<file path="src/common/cpu_defs.svh">
`ifndef CPU_DEFS_SVH
`define CPU_DEFS_SVH

// one machine word, for data and instructions
`define ISA_WIDTH 32
`define REG_ADDR_WIDTH 5
`define SHAMT_WIDTH 5

// both memories hold 64 words, indexed by word
`define IMEM_ADDR_WIDTH 6
`define DMEM_ADDR_WIDTH 6

`endif

</file>
<file path="src/common/isa_pkg.sv">
`default_nettype none
`include "cpu_defs.svh"

package isa_pkg;

    typedef logic [`ISA_WIDTH-1:0] word_t;
    typedef logic [`REG_ADDR_WIDTH-1:0] reg_idx_t;

    typedef enum logic [5:0] {
        OP_RTYPE = 6'd0,
        OP_J     = 6'd2,
        OP_BEQ   = 6'd4,
        OP_BNE   = 6'd5,
        OP_ADDI  = 6'd8,
        OP_ANDI  = 6'd12,
        OP_ORI   = 6'd13,
        OP_LW    = 6'd35,
        OP_SW    = 6'd43
    } opcode_e;

    typedef enum logic [5:0] {
        F_SLL = 6'd0,
        F_ADD = 6'd32,
        F_SUB = 6'd34,
        F_AND = 6'd36,
        F_OR  = 6'd37,
        F_SLT = 6'd42
    } funct_e;

    // how an instruction moves through the pipe, CLS_NONE is a bubble
    typedef enum logic [2:0] {
        CLS_NONE,
        CLS_ALU_R,
        CLS_ALU_I,
        CLS_LOAD,
        CLS_STORE,
        CLS_BRANCH,
        CLS_JUMP
    } instr_class_e;

endpackage

`default_nettype wire

</file>
<file path="src/hw/core/fetch_unit.sv">
`timescale 1ns/1ps
`default_nettype none
`include "cpu_defs.svh"

module fetch_unit (
    input  wire                          clk,
    input  wire                          reset,
    input  wire                          program_load,
    input  wire                          imem_write_enable,
    input  wire [`IMEM_ADDR_WIDTH-1:0]   imem_write_addr,
    input  wire isa_pkg::word_t          imem_write_data,
    input  wire                          stall,
    input  wire                          flush,
    input  wire isa_pkg::word_t          branch_target,
    output logic                         id_valid,
    output isa_pkg::word_t               id_pc,
    output isa_pkg::word_t               id_instruction
);
    localparam int IMEM_DEPTH = 1 << `IMEM_ADDR_WIDTH;

    isa_pkg::word_t imem [IMEM_DEPTH];
    isa_pkg::word_t pc;
    logic [`IMEM_ADDR_WIDTH-1:0] pc_index;

    // pc is a byte address
    assign pc_index = pc[`IMEM_ADDR_WIDTH+1:2];

    always_ff @(posedge clk) begin
        if (program_load && imem_write_enable) begin
            imem[imem_write_addr] <= imem_write_data;
        end
    end

    // pc parks at 0 while a program is loaded
    always_ff @(posedge clk) begin
        if (reset || program_load) begin
            pc       <= '0;
            id_valid <= 1'b0;
        end else if (!stall) begin
            pc       <= flush ? branch_target : pc + 4;
            id_valid <= !flush;
        end
    end

    always_ff @(posedge clk) begin
        if (!stall) begin
            id_pc          <= pc;
            id_instruction <= imem[pc_index];
        end
    end

endmodule

`default_nettype wire

</file>
<file path="config.mk">
export PLATFORM = sky130hd
export DESIGN_NAME = fetch_unit
export DESIGN_NICKNAME = d
export VERILOG_FILES = /design/src/common/isa_pkg.sv /design/src/hw/core/fetch_unit.sv
export VERILOG_INCLUDE_DIRS = /design/src /design/src/common
export SDC_FILE = /design/constraint.sdc
export NUM_CORES = 2
export LEC_CHECK = 0
export BUFFER_PORTS_ARGS = -buffer_cell sky130_fd_sc_hd__buf_4
export CORE_AREA = 2 2 390 392
export CTS_CLUSTER_SIZE = 10
export DETAILED_ROUTE_END_ITERATION = 16
export DIE_AREA = 0 0 392 394
export HOLD_SLACK_MARGIN = 0.02
export PLACE_DENSITY_LB_ADDON = 0.08
export SLEW_MARGIN = 5
export SYNTH_ARGS = -nofsm -noshare
export SYNTH_HDL_FRONTEND = slang
export SYNTH_SLANG_ARGS = --single-unit
</file>
<file path="constraint.sdc">
create_clock -name clk -period 7.9 [get_ports clk]
set_input_delay 2.37 -clock clk [delete_from_list [all_inputs] [get_ports clk]]
set_output_delay 2.37 -clock clk [all_outputs]
set_load 0.1 [all_outputs]
</file>
Word-level counts from Yosys, hierarchy flattened
Memories as Yosys holds them, arrays and structs flattened. A register that Yosys moved wholly into a read port is not among the register bits.
Index checks and enable logic that the tools add are counted.

operators by class
  mux-type cells = 3
  reductions and logical operators = 4
  $add $sub $neg = 1

operators by type and width
  kind                   count
  $add 32x3->32 const B  1
  $mux 32                1
  $logic_not 1->1        2
  $mux 1                 2
  $logic_and 1x1->1      1
  $logic_or 1x1->1       1

word-level totals
  RAM bits = 2048
  output and inout port bits = 65
  input port bits = 76
  memories = 1
  register bits after elaboration = 65

memory list
  memory  words  bits a word  read ports  clocked after Yosys merged registers in  write ports  line              source
  imem    64     32           1           1                                        1            fetch_unit.sv:21  isa_pkg::word_t imem [IMEM_DEPTH];

Longest topological paths before layout
  depth in word-level cells = 3
  depth in mapped cells = 11
  depth with buffers taken out = 6

Least setup slack after synthesis
No wires, ideal clock.

  path kind = input to register
  from = in imem_write_addr[5]
  to = mem imem[48][0] in the netlist's numbering, enable pin
  data required time = 7.439 ns
  stages = 4
  slack = 2.166 ns
  arrival time = 5.273 ns
  path through = clkbuf_1 -> nand4_1 -> or3_1 -> nor3_1

RTL lines
  element          line              source
  start, declared  fetch_unit.sv:10  input wire [`IMEM_ADDR_WIDTH-1:0] imem_write_addr,
  end, declared    fetch_unit.sv:21

Straight into the memory's write port.

Worst setup path after layout
  from = in program_load
  to = mem imem[62][21] in the netlist's numbering, enable pin

on the way
  longest elaborated chain between the ends = 3

RTL lines
  element                       line              source
  start, declared               fetch_unit.sv:8   input wire program_load,
  $logic_and 1x1->1             fetch_unit.sv:29  if (program_load && imem_write_enable) begin
  $mux 1                        fetch_unit.sv:29
  $mux 1 (not written as such)  fetch_unit.sv:30  imem[imem_write_addr] <= imem_write_data;

Every way passes these cells.

==> results.yml <==
detailed_routing:
  drt_iter0_markers: 6430
  via_count: 40800
  postRouteWirelength_mm: 221
  ant_nets: 0
  first_pass_iters: 6
  drc: 0
  wl_per_cell_um: 36.6
  vias_per_cell: 6.75
pwr:
  switching_share_pct: 21.1
  pwr-share-comb_pct: 4.6
  powerDensity_nw_per_um2: 251
  pwr-share-seq_pct: 54.7
  leakagePower_uw: 0.0274
  p_int_uw: 18200
  power_uw: 23100
  clkPwrFrac_pct: 40.7
  power.switching_uw: 4860
  vdd_drop_max_v: 0.000188
cts:
  post_cts_resized: 0
  cts_tree: "done"
  post_cts_buffers: 0
  cts_sinks: 2145
  holdBufCountCts: 0
  clk_pin_slew_ps: 60
  cts_made_buffers: 233
  cts_root_buf: "clkbuf_16"
  clk_latency_ps: 840
  htreeDepth: 4
  clockBufferDepth: 3
timing:
  holdWs_ps: 454
  hold_viol_final: 0
  rsz0062_at_grt: "no"
  max_slew.worst_pin.slew_ps: 1200
  finalSetupViolCount: 0
  max_freq_mhz: 219
  drv_slew: 0
  finalCriticalPeriod_ps: 4560
  fin_crit_sh_pct: 57.7
  finalSetupTns_ps: 0
  maxSlewHeadroom_pct: 19.7
  skew_ps: 21.7
synth:
  synth-seq-cells: 2145
  synth_area_um2: 82300
  synth-async-reset-ratio_pct: 0
  synth_nets: 3826
  synth_top_area_share_pct: 77.1
  synth_common_cells: "2112 x edfxtp_1, 471 x mux4_2, 137 x nor2_1"
  avgSynthCellArea_um2: 21.9
  yosys.area.top_type: "edfxtp_1"
  yosys_warnings: 0
  yosysMostFrequentCell: "edfxtp_1"
  synth-edff-count: 2112
  synth_cell_types: 68
  seq_area_frac_synth_pct: 77.9
  yosys_most_used_dff: "edfxtp_1"
  yosys-top-cells-area: "edfxtp_1 77%, mux4_2 13%, mux2i_1 1.6%"
  synth_cells: 3749
floorplanning:
  initial_core_util_pct: 54.6
  core_area_um2: 151000
  die_x_um: 392
  io_pins: 141
  die_area_um2: 154000
  die_h_um: 394
  num_rows: 143
critical_path:
  critPathLaunchType: "primary input"
  crit_required_ps: 8340
  path_delay_family: "simple AND/OR/NAND/NOR gates"
  worstPathMaxFanout: 32
  worst-path-buf-inv: 1
  crit_arrival_ps: 5000
  max_stage_delay_ps: 1170
  criticalPathCategory: "in -> reg"
  cp-end-kind: "flop"
  cp_slowest_cell: "nor2_4"
  cp_cell_sequence: "buf_4, nand2_1, nor2_1, nand3_2, nor2_4"
global_route:
  antenna_found_initial: 21
  grtUsageTotal_pct: 28.9
  grt_pass1_vias: 39900
  grt_start_max_net_pins: 127
  grt_pass1_wl_mm: 307
  grt_overflow: 0
final_layout:
  fillers: 10400
  syn2layout_area_growth_pct: 11.6
  drive_gt1_share_pct: 26.5
  final_area_um2: 91800
  layout.nets: 4040
  fin_util_pct: 60.9
place:
  dp_hpwl_mm: 128
  port_buffers: 140
  gp_congestion: 0.912
  dpl_cell_area_um2: 85600
run:
  drv_cap: 0
status:
  outcome: "finished clean"
hold_path:
  hold_path_class: "reg -> reg"
[area by class of cell]
class	count	area, µm²	area share (%)
antenna	6	15.0	0.0164
clock buffer	276	6160	6.71
clock inverter	8	80.1	0.0872
inverter	4	16.3	0.0177
multi-input combinational	1386	17400	18.9
sequential	2145	64100	69.8
tap	2030	2540	2.77
timing repair buffer	193	1510	1.65
[logic make-up (layout without fill, tap and decap cells)]
family | after synthesis | count (layout) | synth area share [%]
compound gates | 353 | 353 | 3.08
fa+ha+maj | 1 | 1 | 0.0152
buf+inv | 218 | 481 | 1.56
flops | 2145 | 2145 | 77.9
mux | 653 | 653 | 15.3
other cells | 0 | 6 | 0
simple gates | 379 | 379 | 2.18
[per-stage QoR]
stage	std cells	setup WS (ps)
2_1_floorplan	3749	2170
3_3_place_gp	5758	2560
3_5_place_dp	5758	2580
4_1_cts	6042	3470
5_1_grt	6042	3350
6_report	6048	3340
[power groups by stage]
stage	Sequential [µW]	Clock, µW	Combinational (µW)
after floorplan	13000	0	388
after detailed placement	12900	0	1050
after global placement	12900	0	1030
final	12600	9390	1050
after CTS	12600	9510	1050
after global routing	12600	9930	1080
[registers in the layout, indices dropped and copies added, names as in the netlist]
register and flops:
id_instruction 32, id_pc 32, id_valid 1, imem 2048
pc 32
[path summary, 6_finish.rpt]
| kind | startpoint | to | slack, ps | depth (start not counted) |
|---|---|---|---|---|
| worst max-delay path | program_load | imem[62][21] | 3340 | 5 |
| worst min-delay path | pc[0] | id_pc[0] | 450 | 0 |
| worst max register to register | pc[5] | id_instruction[23] | 3700 | 5 |
| worst min register to register | pc[0] | id_pc[0] | 450 | 0 |
[layout by cell type (no fill, tap or decap), types with 39 or more instances in the layout]
cell,synthesis,routed
nand2_1,91,91
clkbuf_16,0,241
buf_4,42,188
mux2i_1,134,134
mux2_2,43,43
a21oi_1,39,39
nor2_1,137,75
o22ai_1,123,123
nor2_4,0,62
mux4_2,471,471
edfxtp_1,2112,2112
[routing by layer]
layer | vias up | share of wire, % | GRT usage (%)
met4 | 10 | 3.8 | 10.4
met3 | 363 | 11 | 5.84
li1 | 16200 | - | -
met5 | - | 0.028 | 0
met1 | 21800 | 40 | 43.9
met2 | 2473 | 45 | 42.1
No activity file was read; power rests on OpenSTA's default activity.
