File: src/common/cpu_defs.svh
`ifndef CPU_DEFS_SVH
`define CPU_DEFS_SVH

// one machine word, for data and instructions
`define ISA_WIDTH 32
`define REG_ADDR_WIDTH 5
`define SHAMT_WIDTH 5

// both memories hold 64 words, indexed by word
`define IMEM_ADDR_WIDTH 6
`define DMEM_ADDR_WIDTH 6

`endif

File: src/common/isa_pkg.sv
`default_nettype none
`include "cpu_defs.svh"

package isa_pkg;

    typedef logic [`ISA_WIDTH-1:0] word_t;
    typedef logic [`REG_ADDR_WIDTH-1:0] reg_idx_t;

    typedef enum logic [5:0] {
        OP_RTYPE = 6'd0,
        OP_J     = 6'd2,
        OP_BEQ   = 6'd4,
        OP_BNE   = 6'd5,
        OP_ADDI  = 6'd8,
        OP_ANDI  = 6'd12,
        OP_ORI   = 6'd13,
        OP_LW    = 6'd35,
        OP_SW    = 6'd43
    } opcode_e;

    typedef enum logic [5:0] {
        F_SLL = 6'd0,
        F_ADD = 6'd32,
        F_SUB = 6'd34,
        F_AND = 6'd36,
        F_OR  = 6'd37,
        F_SLT = 6'd42
    } funct_e;

    // how an instruction moves through the pipe, CLS_NONE is a bubble
    typedef enum logic [2:0] {
        CLS_NONE,
        CLS_ALU_R,
        CLS_ALU_I,
        CLS_LOAD,
        CLS_STORE,
        CLS_BRANCH,
        CLS_JUMP
    } instr_class_e;

endpackage

`default_nettype wire

File: src/hw/core/register_file.sv
`timescale 1ns/1ps
`default_nettype none
`include "cpu_defs.svh"

module register_file (
    input  wire                      clk,
    input  wire                      reset,
    input  wire isa_pkg::reg_idx_t   read_addr_1,
    input  wire isa_pkg::reg_idx_t   read_addr_2,
    input  wire                      write_enable,
    input  wire isa_pkg::reg_idx_t   write_addr,
    input  wire isa_pkg::word_t      write_data,
    output isa_pkg::word_t           read_data_1,
    output isa_pkg::word_t           read_data_2
);
    localparam int REG_COUNT = 1 << `REG_ADDR_WIDTH;

    isa_pkg::word_t regs [REG_COUNT];

    // r0 is never written, so it keeps its reset value of zero
    always_ff @(posedge clk) begin
        if (reset) begin
            for (int i = 0; i < REG_COUNT; i++) begin
                regs[i] <= '0;
            end
        end else if (write_enable && write_addr != '0) begin
            regs[write_addr] <= write_data;
        end
    end

    // a same-cycle write is seen by the read
    function automatic isa_pkg::word_t read_port(input isa_pkg::reg_idx_t addr);
        if (write_enable && addr != '0 && addr == write_addr) begin
            return write_data;
        end
        return regs[addr];
    endfunction

    always_comb begin
        read_data_1 = read_port(read_addr_1);
        read_data_2 = read_port(read_addr_2);
    end

endmodule

`default_nettype wire

File: config.mk
export PLATFORM = sky130hd
export DESIGN_NAME = register_file
export DESIGN_NICKNAME = d
export VERILOG_FILES = /design/src/common/isa_pkg.sv /design/src/hw/core/register_file.sv
export VERILOG_INCLUDE_DIRS = /design/src /design/src/common
export SDC_FILE = /design/constraint.sdc
export NUM_CORES = 2
export LEC_CHECK = 0
export BUFFER_PORTS_ARGS = -buffer_cell sky130_fd_sc_hd__buf_4
export CORE_ASPECT_RATIO = 1.25
export CORE_MARGIN = 4
export CORE_UTILIZATION = 56
export CTS_CLUSTER_DIAMETER = 40
export CTS_CLUSTER_SIZE = 8
export DETAILED_ROUTE_END_ITERATION = 10
export GPL_ROUTABILITY_DRIVEN = 0
export PLACE_DENSITY = 0.72
export SLEW_MARGIN = 20
export SYNTH_ARGS = -nofsm -noshare
export SYNTH_HDL_FRONTEND = slang
export SYNTH_SLANG_ARGS = --single-unit
File: constraint.sdc
create_clock -name clk -period 3.8 [get_ports clk]
set_input_delay 0.38 -clock clk [delete_from_list [all_inputs] [get_ports clk]]
set_output_delay 0.38 -clock clk [all_outputs]
set_load 0.1 [all_outputs]
; After elaboration in Yosys (flattened, before gate mapping)
; Memories as Yosys holds them, arrays and structs flattened.
; Cells that the tools add are included.
[totals]
ff_bits = 0
ramBits = 1024
input_bits = 50
output_inout_bits = 64
wordCells = 26
memories = 1
[op_classes]
n_eq_ne = 2
mux = 14
reduce_logical = 9
[memory_table]
columns = name, words, word_bits, read_ports, rd_clocked_by_memory_dff, write_ports, line_no
row1 = regs, 32, 32, 2, 0, 32, register_file.sv:18  ; isa_pkg::word_t regs [REG_COUNT];
[ops]
columns = operator, n
row1 = $mux W32, 5
row2 = $reduce_or A32 Y1, 1
row3 = $reduce_bool A5 Y1, 3
row4 = $eq A5 B5 Y1, 2
row5 = $mux W1, 8
row6 = $logic_and A1 B1 Y1, 5
row7 = $mux W5, 1

; Depth between registers and ports, before layout
[depth]
depth_word = 7
ltp_mapped = 10
ltp_nobuf = 5

; Worst setup path before layout
; OpenSTA, ideal clock, no wires.
[synth_timing]
path_kind = input port to output port
start = input read_addr_2[3]
end = output read_data_2[0]
arrival_time_ns = 2.898
required_ns = 3.420
setup_slack_ns = 0.522
path_stages = 6
n_path_buf = 3
cell_sequence = buf_2 -> clkbuf_1 -> buf_1 -> mux2i_1 -> o22ai_1 -> nor2_1
[synth_between]
elab_chain_cells = 5
word_cells_on_any_way = 7
cone_classes = eq/ne (1) / mux (2) / reduce/logical (3) / memory (1)
[synth_lines]
columns = item, line_no
row1 = "start, declared", register_file.sv:9  ; input wire isa_pkg::reg_idx_t read_addr_2,
row2 = branches (longest 4 deep; another with $mem_v2 Z32 W32), -
row3 = $mux W32 (*), register_file.sv:36  ; return regs[addr];
row4 = "end, declared", register_file.sv:14  ; output isa_pkg::word_t read_data_2
; Every way passes the cells marked *.

==> run_results.csv <==
group,metric,value,unit
sta,fmax,293.0,MHz
final_layout,final_cell_mix,"edfxtp_1, and2_1, mux4_2",
final_layout,nets,3787,
sta,setup_viol,0,
sta,relSlewSlack,21.45,%
detailed_routing,drc_errors,0,
worst_setup_path,crit_path_end_kind,"output port",
worst_hold_path,hold_depth,1,
global_route,grt_pass1_wl,242.0,mm
synthesis,postSynthCellCount,3710,
synthesis,synthFlopType,"edfxtp_1",
outcome,outcome,"finished, final reports clean",
synthesis,synth_xor_area_share,0.1262,%
clock_tree,path_clk_slew,0.05,ns
detailed_routing,vias,35250,
worst_hold_path,hold-path-endpoint,"regs[0][31]",
clock_tree,h-tree-depth,4,
floorplan,fp.dieW,289.6,µm
sta,rsz0062_at_grt,"no",
synthesis,yosysUniqueCellTypes,41,
global_route,grt_max_degree,87,
final_layout,reg.largest.list,"regs x1024",
pwr,power_density,478.5,nW/µm²
placed_design,dp_cells,4883,
sta,finalSetupTns,0,ns
worst_setup_path,arrival,3.03,ns
pwr,intPower,21.98,mW
floorplan,floorplan.initialDensity,56.72,%
detailed_routing,wl_per_cell,32.84,µm
floorplan,core-area,97850,µm²
pwr,p_sw_share,25.88,%
clock_tree,cts-root-buf,"clkbuf_16",
synthesis,synthAdderAreaFrac,0,%
synthesis,synth_mux_area_share,24.55,%
global_route,antenna_found_initial,6,
sta,tightest_slew,1.178,ns
floorplan,dieArea,104200,µm²
floorplan,dieHeight,360.0,µm
placed_design,post-place-ws,0.5176,ns
detailed_routing,finalWirelength,166.6,mm
sta,fin_ws,0.3870,ns
pwr,combPwrFrac,14.3,%
final_layout,final_common_cell,"edfxtp_1",
worst_setup_path,critPathMaxFanout,2,
floorplan,rows,128,
clock_tree,hold_buffers,0,
clock_tree,cts_sinks,1024,
sta,slew_violations,0,
final_layout,finalNonFillerCells,5074,
clock_tree,cts_made_buffers,151,
worst_setup_path,worstSetupPathType,"flip-flop to output port",
clock_tree,post_cts_resized,0,
synthesis,synth-simple-area-share,13.13,%
worst_hold_path,hp-start,"reset",
synthesis,synth-seq-cells,1024,
global_route,track_usage,32.11,%
sta,finalCritPeriodShare,89.82,%
worst_hold_path,min_path_type,"input port to flip-flop",
pwr,p_sw,7.675,mW
detailed_routing,dr.pass1.iters,5,
final_layout,final_core_util,63.34,%
worst_setup_path,critPathLaunchType,"flip-flop",
worst_setup_path,critical_path_required,3.42,ns
sta,whs,0.07144,ns
detailed_routing,drtIter0Drc,4497,
pwr,clockPowerShare,40.4,%
synthesis,synth.avg_cell_area,14.96,µm²
sta,hold_violations,0,
pwr,peakVddDrop,0.2925,mV
clock_tree,tritoncts,"yes",
pwr,cellLeakagePower,22.14,nW
final_layout,top_register,"regs",
final_layout,syn_to_final_growth,11.67,%
detailed_routing,via_per_inst,6.946,
placed_design,port_buffers,113,
detailed_routing,ant_nets,0,
global_route,overflow,0,
synthesis,ys_seq_area_share,55.40,%
synthesis,synth_edf_count,1024,
global_route,grt_pass1_vias,36610,
synthesis,synth-compound-area-share,3.501,%
pwr,p_seq_share,45.2,%
final_layout,largest_reg_flops,1024,
job,cap_viol_max_count,0,
final_layout,layout-drive-gt1-share,25.58,%
placed_design,hpwlAfterDp,100.9,mm
sta,fin_crit,3.413,ns
synthesis,yosysWarningCount,0,
synthesis,syn_area,55500,µm²
floorplan,top_level_ports,114,
synthesis,async_flop_share,0,%
clock_tree,clock_path_buffers,3,
clock_tree,cts_setup_buffers,0,
synthesis,synth_top_family_by_area,"multiplexers",
how the worst max path moves through the flow:
stage                         from             end  slack (ns)  cells past startpoint
floorplan           read_addr_2[3]  read_data_2[0]        0.52                      6
global placement    read_addr_1[1]  read_data_1[0]        0.58                      8
detailed placement  read_addr_1[1]  read_data_1[0]        0.52                      8
CTS                    regs[23][5]  read_data_2[5]        0.47                      6
global route           regs[21][5]  read_data_2[5]        0.27                      6
finish                 regs[23][5]  read_data_2[5]        0.39                      6
through the flow:
step / area (µm²) / total power, mW
finish: 61980 / 29.66
global route: 61980 / 30.44
CTS: 61930 / 29.66
detailed placement: 57820 / 17.80
global placement: 57820 / 17.67
floorplan: 55620 / 16.41
power by group through the flow:
stage                     clock network (mW)  registers (mW)  logic (mW)
after floorplan                            0            13.5        2.95
after global placement                     0            13.5        4.14
after detailed placement                   0            13.6        4.19
after CTS                               12.0            13.4        4.20
after global routing                    12.6            13.5        4.40
final                                   12.0            13.4        4.25
logic make-up (layout without fill, tap and decap cells):
group	count (synthesis)	in the layout
XOR/XNOR	8	8
AO/OA/AOI/OAI	258	258
other	1	38
buffers and inverters	401	428
AND/OR/NAND/NOR	1218	1218
multiplexers	800	800
flip-flops	1024	1024
synth_stat cells (35+ instances only):
master       n  area share, %
nor2_1     101           0.68
mux4_2     449             18
buf_2       86           0.78
clkbuf_1   251            1.7
and2_1     994             11
nand2_1     36           0.24
mux2i_1    350            6.3
buf_4       35           0.47
o211ai_1    63           0.85
a22oi_1     93            1.3
edfxtp_1  1024             55
or2_2       63           0.71
worst max-delay path, cell delays in order (launching register included):
cell	delay [ns]
edfxtp_1	0.38
mux4_2	0.47
mux2i_1	0.40
mux2i_1	0.31
o22ai_1	0.40
nor2_1	0.08
buf_4	0.24
layout make-up:
type	instances	area, µm²
well taps	1300	1627
clock inverters	14	95.09
fillers	6826	35870
repair buffers	240	2263
diodes	6	15.01
flip-flops and latches	1024	30750
clock buffers	170	4020
multi-input cells	2316	23200
inverters	4	15.01
per-layer routing:
metal  up-vias  track usage (%)  wire length [µm]
li1      14150                -                 -
met1     18170            41.67             58730
met2      2413            52.21             81280
met3       511            7.835             18910
met4         2            13.48              7706
met5         -                0                11
Note: power is estimated with default switching activity, not from simulation.
