### config.mk
export PLATFORM = sky130hd
export DESIGN_NAME = memory_unit
export DESIGN_NICKNAME = d
export VERILOG_FILES = /design/src/common/isa_pkg.sv /design/src/hw/core/memory_unit.sv
export VERILOG_INCLUDE_DIRS = /design/src /design/src/common
export SDC_FILE = /design/constraint.sdc
export NUM_CORES = 2
export LEC_CHECK = 0
export BUFFER_PORTS_ARGS = -buffer_cell sky130_fd_sc_hd__clkbuf_2
export CAP_MARGIN = 20
export CORE_UTILIZATION = 40
export DETAILED_ROUTE_END_ITERATION = 16
export PLACE_DENSITY_LB_ADDON = 0.25
export SLEW_MARGIN = 20
export SYNTH_ARGS = -nofsm -noshare
export SYNTH_HDL_FRONTEND = slang
export SYNTH_SLANG_ARGS = --single-unit
### constraint.sdc
create_clock -name clk -period 8.3 [get_ports clk]
set_input_delay 1.66 -clock clk [delete_from_list [all_inputs] [get_ports clk]]
set_output_delay 1.66 -clock clk [all_outputs]
set_load 0.1 [all_outputs]
### src/common/cpu_defs.svh
`ifndef CPU_DEFS_SVH
`define CPU_DEFS_SVH

// one machine word, for data and instructions
`define ISA_WIDTH 32
`define REG_ADDR_WIDTH 5
`define SHAMT_WIDTH 5

// both memories hold 64 words, indexed by word
`define IMEM_ADDR_WIDTH 6
`define DMEM_ADDR_WIDTH 6

`endif

### src/common/isa_pkg.sv
`default_nettype none
`include "cpu_defs.svh"

package isa_pkg;

    typedef logic [`ISA_WIDTH-1:0] word_t;
    typedef logic [`REG_ADDR_WIDTH-1:0] reg_idx_t;

    typedef enum logic [5:0] {
        OP_RTYPE = 6'd0,
        OP_J     = 6'd2,
        OP_BEQ   = 6'd4,
        OP_BNE   = 6'd5,
        OP_ADDI  = 6'd8,
        OP_ANDI  = 6'd12,
        OP_ORI   = 6'd13,
        OP_LW    = 6'd35,
        OP_SW    = 6'd43
    } opcode_e;

    typedef enum logic [5:0] {
        F_SLL = 6'd0,
        F_ADD = 6'd32,
        F_SUB = 6'd34,
        F_AND = 6'd36,
        F_OR  = 6'd37,
        F_SLT = 6'd42
    } funct_e;

    // how an instruction moves through the pipe, CLS_NONE is a bubble
    typedef enum logic [2:0] {
        CLS_NONE,
        CLS_ALU_R,
        CLS_ALU_I,
        CLS_LOAD,
        CLS_STORE,
        CLS_BRANCH,
        CLS_JUMP
    } instr_class_e;

endpackage

`default_nettype wire

### src/hw/core/memory_unit.sv
`timescale 1ns/1ps
`default_nettype none
`include "cpu_defs.svh"

module memory_unit (
    input  wire                      clk,
    input  wire                      reset,
    input  wire                      mem_valid,
    input  wire                      mem_reg_write,
    input  wire                      mem_mem_read,
    input  wire                      mem_mem_write,
    input  wire isa_pkg::reg_idx_t   mem_dest,
    input  wire isa_pkg::word_t      mem_result,
    input  wire isa_pkg::word_t      mem_store_data,
    output logic                     wb_valid,
    output isa_pkg::reg_idx_t        wb_reg_idx,
    output isa_pkg::word_t           wb_data
);
    localparam int DMEM_DEPTH = 1 << `DMEM_ADDR_WIDTH;

    isa_pkg::word_t dmem [DMEM_DEPTH];
    logic [`DMEM_ADDR_WIDTH-1:0] word_addr;
    isa_pkg::word_t load_data;

    assign word_addr = mem_result[`DMEM_ADDR_WIDTH+1:2];
    assign load_data = dmem[word_addr];

    always_ff @(posedge clk) begin
        if (mem_valid && mem_mem_write) begin
            dmem[word_addr] <= mem_store_data;
        end
    end

    always_ff @(posedge clk) begin
        if (reset) begin
            wb_valid <= 1'b0;
        end else begin
            wb_valid <= mem_valid && mem_reg_write;
        end
    end

    always_ff @(posedge clk) begin
        wb_reg_idx <= mem_dest;
        wb_data    <= mem_mem_read ? load_data : mem_result;
    end

endmodule

`default_nettype wire

# Yosys cells after proc, flatten, opt, wreduce, memory -nomap -nowiden

Memories as Yosys holds them, arrays and structs flattened.
Index checks and enable logic that the tools add are counted.

Bits in registers: 38
Memory bits (writable): 2,048
Logic and storage cells: 9
Memories: 1

Multiplexer cells: 3
Reductions and logical operators: 2

Memories:

| memory | depth | width | rd ports | clocked after memory_dff | write ports | RTL line          | source |
|---|---|---|---|---|---|---|---|
| dmem   | 64    | 32    | 1        | 0                        | 1           | memory_unit.sv:21 | `isa_pkg::word_t dmem [DMEM_DEPTH];` |

Operators with widths:

| kind               | count |
|---|---|
| 32-bit two-way mux | 1 |
| 1-bit logical AND  | 2 |
| 1-bit two-way mux  | 2 |

# Logic depth before layout (Yosys ltp)

Depth after elaboration: 3
Mapped depth: 11
Gate-level depth less buffers: 6

# Worst setup path before layout

Ideal clock, no wire load.

Kind: input to register
Start: in mem_result[4]
End: mem dmem[15][0] (netlist name), enable pin
Setup time: 421 ps
Arrival: 4,232 ps
Required time: 7,879 ps
Setup slack: 3,646 ps
Stages: 7
Path buffers: 5
Cell sequence: buf_4 buf_2 buf_2 buf_4 buf_2 nand3_1 nor2_1

RTL lines:

| element         | RTL line          | source |
|---|---|---|
| start, declared | memory_unit.sv:13 | `input wire isa_pkg::word_t mem_result,` |
| end, declared   | memory_unit.sv:21 |  |

Straight into the memory's write port.

# Final worst setup path

Start: in mem_result[2]
End: reg wb_data[14]

Longest elaborated chain between the ends: 2

Ends and longest elaborated chain:

| element                 | RTL line          | source |
|---|---|---|
| memory read 64 x 32 bit | -                 |  |
| 32-bit two-way mux      | memory_unit.sv:44 | `wb_data <= mem_mem_read ? load_data : mem_result;` |
| end signal, assigned    | memory_unit.sv:44 |  |
| end, declared           | memory_unit.sv:17 | `output isa_pkg::word_t wb_data` |

No other way between the ends.
A chain may end at the register's enable or synchronous reset.

==> results.py <==
metrics = {
    "status": {
        "status": "finished, final reports clean",
    },
    "sta": {
        "tightest_slew_ns": 1.22,
        "finalMaxSlewViolations": 0,
        "slew_headroom": 0.180,
        "finalSetupViolCount": 0,
        "worst_slack_ns": 3.52,
        "clock_skew_ns": 0.0572,
        "rsz0062_at_grt": "no",
        "fmax_ghz": 0.209,
        "hold_viol": 0,
        "finalCritPeriodShare": 0.576,
        "min_period_ns": 4.78,
        "holdWs_ns": 0.713,
        "tns_ns": 0,
    },
    "yosys": {
        "synth_cell_types": 69,
        "synth_mux_area_frac": 0.0960,
        "ys_top_cells_by_area": "edfxtp_1, mux4_2, mux2i_1",
        "synth_async_sr_flop_share": 0,
        "synth.avg_cell_area_sq_um": 19.2,
        "syn_area_sq_um": 79800,
        "synth_warnings": 0,
        "synth-adder-area-share": 0,
        "synth_edf_count": 2048,
        "syn_inst": 4162,
        "ys_ff_latch": 2086,
        "synth-main-ff-cell": "edfxtp_1",
        "yosysSeqAreaShare": 0.781,
        "synth_area_leader_cell": "edfxtp_1",
        "synth_top_area_share": 0.771,
        "synth_compound_area_frac": 0.0827,
        "synth-xor-area-share": 0,
        "synth_nets": 4237,
        "yosys.area_share.simple": 0.0203,
        "synth_top_family_by_area": "multiplexers",
    },
    "die": {
        "dieArea_sq_um": 201000,
        "std_cell_rows": 163,
        "start_util": 0.404,
        "io_pins": 113,
        "die_x_microns": 449,
        "core_sq_um": 198000,
        "die_h_microns": 449,
    },
    "clock_network": {
        "hold_buffers": 0,
        "ctsResizeCount": 0,
        "cts_setup_buffers": 0,
        "h-tree-depth": 4,
        "clock_path_buffers": 3,
        "clock_sinks": 2086,
        "clk_pin_slew_ns": 0.06,
        "cts-buffers-inserted": 209,
        "clock_latency_ns": 0.87,
        "cts_tree": "done",
        "root_buffer": "clkbuf_16",
    },
    "place": {
        "dp_slack_ns": 2.63,
        "dp_hpwl_microns": 162000,
        "portBuffers": 112,
        "place_congestion": 0.867,
        "dp.cells": 6821,
    },
    "grt": {
        "grt_max_degree": 103,
        "grt_pass1_vias": 43500,
        "track_usage": 0.271,
        "antenna_found_initial": 21,
        "grt_pass1_wl_microns": 376000,
        "grt_overflow_total": 0,
    },
    "route": {
        "vias": 45900,
        "drt_iter0_drc": 7231,
        "wire_per_inst_microns": 38.5,
        "first_pass_iters": 6,
        "route.detailed.drc": 0,
        "drt-vias-per-instance": 6.36,
        "routed_wl_microns": 278000,
        "drtAntennaViolNets": 0,
    },
    "critical_path": {
        "slowest_delay_ns": 0.66,
        "critPathLaunch": "mem_result[2]",
        "reg2reg_from": "dmem[28][25]",
        "slowest_stage": "buf_4",
        "path_class": "in -> reg",
        "crit_path_frequent_cell": "buf_4",
        "critPathLaunchType": "input pin",
        "path_cells": "buf_8 -> buf_4 -> buf_4 -> mux4_2 -> a221oi_1 -> o211ai_1 -> o32a_1",
        "critPathArrivalTime_ns": 5.55,
        "worst_setup_path_end_kind": "flop",
        "cp.required_ns": 9.06,
        "critPathMaxFanout": 43,
    },
    "final_layout": {
        "layout-drive-gt1-share": 0.216,
        "fin_cells": 7218,
        "fin_nets": 4467,
        "layout_common_cells": "edfxtp_1, a221oi_1, mux2i_1",
        "synthToLayoutAreaGrowth_pct": 14.2,
        "layout_commonest_cell": "edfxtp_1",
    },
    "power": {
        "cellPowerDensity_nw_per_um2": 246,
        "p_leak_nw": 28.7,
        "vdd_ir_drop_max_v": 0.000234,
    },
    "run": {
        "max-cap-violations": 0,
    },
    "min_path": {
        "hold_path_class": "reg -> reg",
        "hold_start": "dmem[5][31]",
    },
}
## per-stage QoR
stage,power (mW),instance area [sq um],util
detailed placement,13.3,84300,0.427
floorplan,12.6,79800,-
finish,22.4,91100,0.461
global placement,13.3,84300,0.427
CTS,22.5,91100,0.461
global route,22.9,91100,0.461
## state kept, by name, indices dropped and copies added (netlist names)
name,count
dmem,2048
wb_data,32
wb_reg_idx,5
wb_valid,1
## worst paths after layout
kind                      end  cells after the start  slack (ns)
hold / removal    wb_data[31]                      3        0.71
setup / recovery  wb_data[14]                      7        3.52
hold reg to reg   wb_data[31]                      3        0.71
setup reg to reg  wb_data[25]                      6        5.45
## report_power, final
| group | switching (mW) | leakage, nW | internal, mW |
|---|---|---|---|
| Clock | 4.10 | 3.23 | 5.24 |
| Combinational | 1.09 | 6.73 | 0.357 |
| Sequential | 0.0393 | 18.7 | 11.6 |
## cell families after synthesis
kind of cell,Yosys count
buffers and inverters,291
muxes,537
and+or+nand+nor,367
AOI/OAI and AO/OA,881
DFF,2086
## synth_stat cells, types with 5 or more instances
master,number
and2_1,5
nand3b_1,6
nor2b_1,7
buf_2,102
a32oi_1,7
nand2_1,92
a22oi_1,139
clkbuf_1,94
a22o_1,19
a41oi_1,5
a221oi_1,236
and3_1,15
nor2_1,176
o211ai_1,13
a211oi_1,9
buf_1,10
a211o_1,5
a31oi_1,22
o2bb2ai_1,19
a21oi_1,88
mux2_2,143
mux2i_1,223
nand3_1,26
o22ai_1,81
o2111ai_1,5
a221o_1,34
a222oi_1,10
nand4_1,9
dfxtp_1,38
o32a_1,21
buf_6,25
buf_4,56
mux4_2,166
edfxtp_1,2048
o221ai_1,19
o21ai_0,108
nor3_1,9
o22a_1,16
## critical path: cells and delay by family
kind | cells | cell delay (ns)
buffers and inverters | 3 | 1.66
AOI/OAI and AO/OA | 3 | 1.47
muxes | 1 | 0.58
## routing by layer
metal | vias to the layer above | part of all wire | track usage
met5 | - | 0.00033 | 0
met4 | 12 | 0.046 | 0.114
met3 | 545 | 0.11 | 0.0562
met2 | 3082 | 0.46 | 0.421
met1 | 24400 | 0.38 | 0.370
li1 | 17900 | - | -
## cell type report
class                      count  area [sq um]
multi-input combinational   1785         16500
antenna                        9          22.5
sequential                  2086         62300
timing repair buffer         306          2270
tap                         2640          3300
clock buffer                 290          5650
clock inverter                98          1080
inverter                       4          25.0
fill                       16700        107000
(Power assumes the default switching activity.)
