[config.mk]
export PLATFORM = sky130hd
export DESIGN_NAME = decode_unit
export DESIGN_NICKNAME = d
export VERILOG_FILES = /design/src/common/isa_pkg.sv /design/src/common/pipe_pkg.sv /design/src/hw/core/decode_unit.sv
export VERILOG_INCLUDE_DIRS = /design/src /design/src/common
export SDC_FILE = /design/constraint.sdc
export NUM_CORES = 1
export LEC_CHECK = 0
export BUFFER_PORTS_ARGS = -buffer_cell sky130_fd_sc_hd__buf_4
export CORE_MARGIN = 5
export CORE_UTILIZATION = 47
export CTS_CLUSTER_SIZE = 30
export DETAILED_ROUTE_END_ITERATION = 8
export GPL_ROUTABILITY_DRIVEN = 0
export HOLD_SLACK_MARGIN = 0.15
export PLACE_DENSITY = 0.82
export SYNTH_ARGS = -nofsm -noshare
export SYNTH_HDL_FRONTEND = slang
export SYNTH_SLANG_ARGS = --single-unit
[constraint.sdc]
create_clock -name clk -period 5.7 [get_ports clk]
set_clock_uncertainty 0.1 [all_clocks]
set_input_delay 0.855 -clock clk [delete_from_list [all_inputs] [get_ports clk]]
set_output_delay 0.855 -clock clk [all_outputs]
set_load 0.01 [all_outputs]
[src/common/cpu_defs.svh]
`ifndef CPU_DEFS_SVH
`define CPU_DEFS_SVH

// one machine word, for data and instructions
`define ISA_WIDTH 32
`define REG_ADDR_WIDTH 5
`define SHAMT_WIDTH 5

// both memories hold 64 words, indexed by word
`define IMEM_ADDR_WIDTH 6
`define DMEM_ADDR_WIDTH 6

`endif

[src/common/isa_pkg.sv]
`default_nettype none
`include "cpu_defs.svh"

package isa_pkg;

    typedef logic [`ISA_WIDTH-1:0] word_t;
    typedef logic [`REG_ADDR_WIDTH-1:0] reg_idx_t;

    typedef enum logic [5:0] {
        OP_RTYPE = 6'd0,
        OP_J     = 6'd2,
        OP_BEQ   = 6'd4,
        OP_BNE   = 6'd5,
        OP_ADDI  = 6'd8,
        OP_ANDI  = 6'd12,
        OP_ORI   = 6'd13,
        OP_LW    = 6'd35,
        OP_SW    = 6'd43
    } opcode_e;

    typedef enum logic [5:0] {
        F_SLL = 6'd0,
        F_ADD = 6'd32,
        F_SUB = 6'd34,
        F_AND = 6'd36,
        F_OR  = 6'd37,
        F_SLT = 6'd42
    } funct_e;

    // how an instruction moves through the pipe, CLS_NONE is a bubble
    typedef enum logic [2:0] {
        CLS_NONE,
        CLS_ALU_R,
        CLS_ALU_I,
        CLS_LOAD,
        CLS_STORE,
        CLS_BRANCH,
        CLS_JUMP
    } instr_class_e;

endpackage

`default_nettype wire

[src/common/pipe_pkg.sv]
`default_nettype none

package pipe_pkg;

    typedef enum logic [2:0] {
        ALU_ADD,
        ALU_SUB,
        ALU_AND,
        ALU_OR,
        ALU_SLT,
        ALU_SLL
    } alu_op_e;

    // where an EX operand comes from
    typedef enum logic [1:0] {
        FWD_NONE,
        FWD_MEM,
        FWD_WB
    } fwd_sel_e;

endpackage

`default_nettype wire

[src/hw/core/decode_unit.sv]
`timescale 1ns/1ps
`default_nettype none
`include "cpu_defs.svh"

module decode_unit (
    input  wire                      clk,
    input  wire                      reset,
    input  wire                      id_valid,
    input  wire isa_pkg::word_t      id_pc,
    input  wire isa_pkg::word_t      id_instruction,
    input  wire isa_pkg::word_t      read_data_1,
    input  wire isa_pkg::word_t      read_data_2,
    input  wire                      stall,
    output isa_pkg::reg_idx_t        read_addr_1,
    output isa_pkg::reg_idx_t        read_addr_2,
    output logic                     branch_taken,
    output isa_pkg::word_t           branch_target,
    output logic                     id_uses_rs,
    output logic                     id_uses_rt,
    output logic                     id_is_branch,
    output logic                     ex_valid,
    output pipe_pkg::alu_op_e        ex_alu_op,
    output isa_pkg::word_t           ex_operand_1,
    output isa_pkg::word_t           ex_operand_2,
    output isa_pkg::word_t           ex_store_data,
    output isa_pkg::reg_idx_t        ex_rs,
    output isa_pkg::reg_idx_t        ex_rt,
    output isa_pkg::reg_idx_t        ex_dest,
    output logic                     ex_reg_write,
    output logic                     ex_mem_read,
    output logic                     ex_mem_write
);
    isa_pkg::opcode_e        opcode;
    isa_pkg::funct_e         funct;
    isa_pkg::instr_class_e   cls;
    pipe_pkg::alu_op_e       alu_op;
    isa_pkg::reg_idx_t       rs;
    isa_pkg::reg_idx_t       rt;
    isa_pkg::reg_idx_t       rd;
    isa_pkg::reg_idx_t       dest;
    logic [`SHAMT_WIDTH-1:0] shamt;
    logic [15:0]             imm;
    logic [25:0]             jump_index;
    isa_pkg::word_t          imm_ext;
    isa_pkg::word_t          pc_plus4;
    logic                    is_shift;
    logic                    issue;

    assign opcode     = isa_pkg::opcode_e'(id_instruction[31:26]);
    assign rs         = id_instruction[25:21];
    assign rt         = id_instruction[20:16];
    assign rd         = id_instruction[15:11];
    assign shamt      = id_instruction[10:6];
    assign funct      = isa_pkg::funct_e'(id_instruction[5:0]);
    assign imm        = id_instruction[15:0];
    assign jump_index = id_instruction[25:0];

    assign read_addr_1 = rs;
    assign read_addr_2 = rt;

    always_comb begin
        cls    = isa_pkg::CLS_NONE;
        alu_op = pipe_pkg::ALU_ADD;
        case (opcode)
            isa_pkg::OP_RTYPE: begin
                cls = isa_pkg::CLS_ALU_R;
                case (funct)
                    isa_pkg::F_SLL: alu_op = pipe_pkg::ALU_SLL;
                    isa_pkg::F_ADD: alu_op = pipe_pkg::ALU_ADD;
                    isa_pkg::F_SUB: alu_op = pipe_pkg::ALU_SUB;
                    isa_pkg::F_AND: alu_op = pipe_pkg::ALU_AND;
                    isa_pkg::F_OR:  alu_op = pipe_pkg::ALU_OR;
                    isa_pkg::F_SLT: alu_op = pipe_pkg::ALU_SLT;
                    default:        cls = isa_pkg::CLS_NONE;
                endcase
            end
            isa_pkg::OP_ADDI: cls = isa_pkg::CLS_ALU_I;
            isa_pkg::OP_ANDI: begin
                cls    = isa_pkg::CLS_ALU_I;
                alu_op = pipe_pkg::ALU_AND;
            end
            isa_pkg::OP_ORI: begin
                cls    = isa_pkg::CLS_ALU_I;
                alu_op = pipe_pkg::ALU_OR;
            end
            isa_pkg::OP_LW:  cls = isa_pkg::CLS_LOAD;
            isa_pkg::OP_SW:  cls = isa_pkg::CLS_STORE;
            isa_pkg::OP_BEQ: cls = isa_pkg::CLS_BRANCH;
            isa_pkg::OP_BNE: cls = isa_pkg::CLS_BRANCH;
            isa_pkg::OP_J:   cls = isa_pkg::CLS_JUMP;
            default:         cls = isa_pkg::CLS_NONE;
        endcase
    end

    assign is_shift     = (cls == isa_pkg::CLS_ALU_R) && (funct == isa_pkg::F_SLL);
    assign id_is_branch = (cls == isa_pkg::CLS_BRANCH);
    assign id_uses_rs   = !is_shift && (cls != isa_pkg::CLS_NONE) && (cls != isa_pkg::CLS_JUMP);
    assign id_uses_rt   = cls inside {isa_pkg::CLS_ALU_R, isa_pkg::CLS_STORE,
                                      isa_pkg::CLS_BRANCH};
    assign dest         = (cls == isa_pkg::CLS_ALU_R) ? rd : rt;

    // logic immediates are zero extended
    assign imm_ext = (opcode == isa_pkg::OP_ANDI || opcode == isa_pkg::OP_ORI) ?
                     {16'b0, imm} : {{16{imm[15]}}, imm};

    assign pc_plus4      = id_pc + 4;
    assign branch_target = (cls == isa_pkg::CLS_JUMP) ?
                           {pc_plus4[31:28], jump_index, 2'b00} :
                           pc_plus4 + {imm_ext[29:0], 2'b00};
    assign branch_taken  = id_valid && ((cls == isa_pkg::CLS_JUMP) ||
                           (opcode == isa_pkg::OP_BEQ && read_data_1 == read_data_2) ||
                           (opcode == isa_pkg::OP_BNE && read_data_1 != read_data_2));

    assign issue = id_valid && !stall && (cls != isa_pkg::CLS_NONE);

    always_ff @(posedge clk) begin
        if (reset) begin
            ex_valid     <= 1'b0;
            ex_reg_write <= 1'b0;
            ex_mem_read  <= 1'b0;
            ex_mem_write <= 1'b0;
        end else begin
            ex_valid     <= issue;
            ex_reg_write <= issue && (dest != '0) &&
                            (cls inside {isa_pkg::CLS_ALU_R, isa_pkg::CLS_ALU_I,
                                         isa_pkg::CLS_LOAD});
            ex_mem_read  <= issue && (cls == isa_pkg::CLS_LOAD);
            ex_mem_write <= issue && (cls == isa_pkg::CLS_STORE);
        end
    end

    always_ff @(posedge clk) begin
        ex_alu_op     <= alu_op;
        ex_operand_1  <= is_shift ? isa_pkg::word_t'(shamt) : read_data_1;
        ex_operand_2  <= (cls == isa_pkg::CLS_ALU_R) ? read_data_2 : imm_ext;
        ex_store_data <= read_data_2;
        // r0 here means nothing to forward
        ex_rs         <= id_uses_rs ? rs : '0;
        ex_rt         <= id_uses_rt ? rt : '0;
        ex_dest       <= dest;
    end

endmodule

`default_nettype wire

---- Yosys cells after proc, flatten, opt, wreduce, memory -nomap -nowiden ----
Index checks and enable logic that the tools add are counted.
operators by class
  equal/unequal tests ..................... 22
  bitwise operators ....................... 0
  multipliers ............................. 0
  shift operators ......................... 0
  multiplexer cells ....................... 9
  reductions and logical operators ........ 26
  divide/modulo/power cells ............... 0
  order comparisons ....................... 0
  $add $sub $neg .......................... 2
operator list
  kind                                           count
  2-to-1 mux 32 bit                              3
  == test 6 bit, second input constant           7
  adder 32 x 3 -> 32 bit, second input constant  1
  adder 32 bit                                   1
  == test 32 bit                                 1
  != test 32 bit                                 1
  == test 6 x 4 -> 1 bit, second input constant  3
  one-hot mux 3 bit (6 select lines)             1
  one-hot mux 3 bit (5 select lines)             1
  == test 6 x 3 -> 1 bit, second input constant  2
  logical AND 1 bit                              12
  zero test 6 bit                                2
  2-to-1 mux 5 bit                               2
  == test 3 bit, second input constant           3
  one-hot mux 3 bit (3 select lines)             1
  nonzero test 3 bit                             3
  == test 3 x 2 -> 1 bit, second input constant  2
  == test 6 x 2 -> 1 bit, second input constant  1
  OR reduction 6 bit                             1
  nonzero test 5 bit                             1
  == test 3 x 1 -> 1 bit, second input constant  1
  logical OR 1 bit                               3
  != test 3 bit, second input constant           1
  OR reduction 3 bit                             1
  other kinds (3)                                4
word-level totals
  output and inout bits ................... 164
  bits in latches ......................... 0
  RAM bits ................................ 0
  bits in read-only memories .............. 0
  register bits ........................... 118
  word-level logic and storage cells ...... 71
  memories ................................ 0

---- Logic depth before layout (Yosys ltp) ----
  word-level depth ........................ 9
  depth in mapped cells ................... 15

---- Worst setup path before layout ----
OpenSTA, ideal clock, no wires.
  kind .................................... input port to output port
  start ................................... in id_pc[5]
  end ..................................... out branch_target[31]
  data arrival time ....................... 3763 ps
  slack ................................... 982 ps
  data required time ...................... 4745 ps
  stages on the path ...................... 15
  buffers on the path ..................... 0
  cells stage by stage .................... and3_1 > and2_1 > nand3_1 > nor2_1 > nand4_1 > xnor2_1 > ha_1 > nand3_2 > or4_4 > nor4_4 > o311ai_2 > a21oi_2 > o21a_2 > o21ai_2 > xnor2_1
between the ends
  cells in the longest elaborated chain, start to end .. 3
ends and longest elaborated chain
  element                   RTL line            source
  start: declaration        decode_unit.sv:9    input wire isa_pkg::word_t id_pc,
  adder 32 x 3 -> 32 bit *  decode_unit.sv:106  assign pc_plus4 = id_pc + 4;
  adder 32 bit              decode_unit.sv:109  pc_plus4 + {imm_ext[29:0], 2'b00};
  2-to-1 mux 32 bit *       decode_unit.sv:107  assign branch_target = (cls == isa_pkg::CLS_JUMP) ?
  end: declaration          decode_unit.sv:17   output isa_pkg::word_t branch_target,
Every way passes the cells marked *; elsewhere a longest branch is shown, timed or not.

---- Worst setup path in the final report ----
  start ................................... in id_pc[4]
  end ..................................... out branch_target[31]
Same word-level chain as after synthesis.

==> results.rst <==
.. list-table::
   :header-rows: 1

   * - Metric
     - Value
   * - Status
     - completed
   * - Global-route wire length before repair
     - 32690 um
   * - Vertical die dimension
     - 124.7 um
   * - Core Area
     - approximately 13000 um^2
   * - Cell row count
     - approximately 40
   * - Final period utilization
     - 91.45%
   * - Max-slew headroom
     - a little under three fifths
   * - Average cell area after synthesis
     - 9.113 um^2
   * - Worst-Margin Slew
     - 635.2 ps
   * - Hold-fix buffer count after cts
     - 0
   * - Crit path arrival time
     - 4260 ps
   * - Synth Warn #
     - 0
   * - Number of register bits inferred by synthesis
     - 118
   * - Critical Path End Type
     - primary output
   * - EDFF count, synth
     - 0
   * - TritonCTS clock tree
     - yes
   * - Number of buffers on the longest clock path
     - 2
   * - Power per cell area
     - 274.5 nW/um^2
   * - Number of library cell types mapped by synthesis
     - 56
   * - List of most frequent post-synthesis cells
     - 118 x dfxtp_1, 70 x xnor2_1, 54 x a21oi_1
   * - Top cells by area in the synthesized netlist
     - dfxtp_1 38%, xnor2_1 9.9%, ha_1 6.5%, mux2_2 4.6%, a21oi_1 4.4%
   * - Number of max-cap violations
     - 0
   * - Vias after detailed routing
     - just over 6000
   * - Hold Path End
     - ex_store_data[6]$_DFF_P_
   * - Cell area after synthesis
     - 6178 um^2
   * - Critical path fanouts, max
     - 5
   * - Via count of the first global-routing pass
     - 5801
   * - Final Slew Violations
     - 0
   * - Post-synthesis sequential area ratio
     - 38.23%
   * - Endpoint required time on the critical path
     - about 4700 ps
   * - Maximum number of pins on one net before global-route repair
     - 40
   * - Launch instance of the worst min-delay path
     - read_data_2[6]
   * - P&R area growth vs syn
     - 46.33%
   * - Unrepaired setup endpoints after global routing
     - no
   * - H-tree depth reported by CTS
     - 4
   * - Count leader, synth
     - dfxtp_1
   * - Number of buffers created by CTS
     - 17
   * - Post-route DRC
     - 0
   * - Synthesized netlist net count
     - around 840
   * - WHS
     - 467.2 ps
   * - Async set-or-reset flop fraction in the synthesized netlist
     - 0%
   * - Layout cell share with drive strength beyond 1
     - about two fifths
   * - Cell-by-cell listing of the critical path
     - buf_4 -> and3_1 -> and2_1 -> nand3_1 -> nor2_1 -> nand4_1 -> xnor2_1 -> ha_1 -> a21o_2 -> a21oi_1 -> a21oi_1 -> o311ai_2 -> a21oi_2 -> o21a_2 -> o21ai_2 -> xnor2_1 -> buf_4
   * - Utilization of the core after routing
     - 70.78%
   * - Half-perimeter wire length of the detailed placement result
     - 17640 um
   * - Peak ir drop on the vdd network
     - 0.2030 mV
   * - Worst setup SP type
     - input port
   * - Residual antenna-violating net count after detailed routing
     - 0
   * - Port Buffer Count
     - 295
   * - X dimension of the die
     - 124.7 um
   * - Total routing resource utilization after global routing
     - ~27%
   * - Cell count after synthesis
     - slightly below 700
   * - Net count of the finished layout
     - 1135
   * - Buffer type at the clock tree root
     - clkbuf_16
   * - Number of cells upsized or downsized after cts
     - 0
   * - Clock transition time at the flip-flop clock pins of the worst setup and hold paths
     - 60 ps
   * - Number of top-level pins
     - 296
   * - Dominant cell type by area after synthesis
     - dfxtp_1
   * - Die outline area
     - around 16000 um^2
   * - Number of DRC markers in iteration 0
     - between 200 and 300
   * - First drt pass iteration count
     - 4
   * - Sink Count
     - 118
   * - Portion of synthesized cell area occupied by the leading cell type
     - 38.23%
   * - Effective utilization at floorplan
     - 48.37%
   * - Accumulated negative setup slack
     - 0 ps
   * - Type of the worst setup path
     - input port to primary output
   * - Longest individual stage delay on the worst path
     - roughly 450 ps
   * - HP Class
     - input port to flop
   * - Antenna violations before repair
     - 0
   * - Total length of routed wires
     - 21670 um
   * - Cell leakage power
     - 4.149 nW
   * - Avg Vias per Cell
     - 5.225
   * - Synth Flop Type
     - dfxtp_1
   * - Critical-path top delay cell
     - o311ai_2
   * - # Post-CTS Setup Buffers
     - 0
   * - Global-route congestion overflow total
     - 0
   * - Max Fclk
     - 191.8 MHz
   * - Number of cells on the worst hold path
     - 1
   * - Detail-routed net length per standard cell
     - 18.76 um
   * - Setup Viol. Count Final
     - 0
   * - # diodes
     - 0
   * - Final hold violations
     - 0
   * - Final min period
     - 5213 ps
[logic make-up after synthesis]
logic type / Yosys count / synth area share [%]
buf+inv: 37 / 3.159
mux: 25 / 4.557
simple gates: 231 / 19.97
compound gates: 147 / 14.95
fa+ha+maj: 33 / 6.804
flops: 118 / 38.23
xor+xnor: 87 / 12.33
[through the flow]
step / std cells / power (mW) / area (um^2) / worst slack, ps
2_1_floorplan: 678 / 1.212 / 6178 / 982.3
3_3_place_gp: 1123 / 1.527 / 8499 / 584.7
3_5_place_dp: 1123 / 1.532 / 8499 / 510.3
4_1_cts: 1155 / 2.491 / 9041 / 502.1
5_1_grt: 1155 / 2.583 / 9041 / 234.6
6_report: 1155 / 2.482 / 9041 / 487.3
[how the worst max path moves through the flow]
stage	startpoint	slack, ps	end
floorplan	id_pc[5]	980	branch_target[31]
global placement	id_pc[4]	580	branch_target[31]
detailed placement	id_pc[4]	510	branch_target[31]
CTS	id_pc[4]	500	branch_target[31]
global route	id_pc[4]	230	branch_target[31]
finish	id_pc[4]	490	branch_target[31]
[power breakdown]
part	leakage, nW	switching, mW	internal (mW)
clock	0.252	0.369	0.596
combinational	2.91	0.322	0.316
sequential	0.990	0.0126	0.868
[cell usage in the layout, fill, tap and decap left out, drive strengths merged, types with 2 or more instances in the layout]
master,Yosys,routed
buf,16,301
dfxtp,118,118
xnor2,70,70
a21oi,55,55
nor2,49,49
and2,43,43
nand2,43,43
o21ai,33,33
ha,32,32
a21o,30,30
nand3,29,29
mux2,25,25
clkbuf,12,20
nand4,18,18
xor2,17,17
nor3,12,12
and3,10,10
inv,9,10
nor4,9,9
a211oi,7,7
nor2b,5,5
clkinvlp,0,5
o21a,5,5
clkinv,0,5
or3,3,3
o21bai,3,3
or2,3,3
nand3b,2,2
nor3b,2,2
a31oi,2,2
o211ai,2,2
a221oi,2,2
o211a,2,2
[flip-flops by register name, summed over array words and instances (netlist names)]
| signal | cells |
|---|---|
| ex_operand_1 | 32 |
| ex_operand_2 | 32 |
| ex_store_data | 32 |
| ex_dest | 5 |
| ex_rs | 5 |
| ex_rt | 5 |
| ex_alu_op | 3 |
| ex_mem_read | 1 |
| ex_mem_write | 1 |
| ex_reg_write | 1 |
| ex_valid | 1 |
[routing by layer]
layer	global-route usage, %	share of wire [%]	vias to the layer above	wire [um]
met5	0	0	-	0
met3	7.762	8.1	40	1749
met1	30.83	38	2759	8304
met4	10.06	2.9	0	630
met2	46.79	51	268	10980
li1	-	-	2968	-
[layout make-up]
cell class,count,area [um^2]
Clock buffer,20,436.7
Multi-Input combinational cell,523,3628
Sequential cell,118,2362
Tap cell,172,215.2
Clock inverter,12,105.1
Timing Repair Buffer,301,2260
Fill cell,988,3732
Inverter,9,33.78
[worst max-delay path: cells and delay by family]
kind	cells	cell delay, ps
fa+ha+maj	1	350
compound gates	7	1550
buf+inv	2	240
xor+xnor	2	280
simple gates	5	1010
No activity file was read; power rests on OpenSTA's default activity.
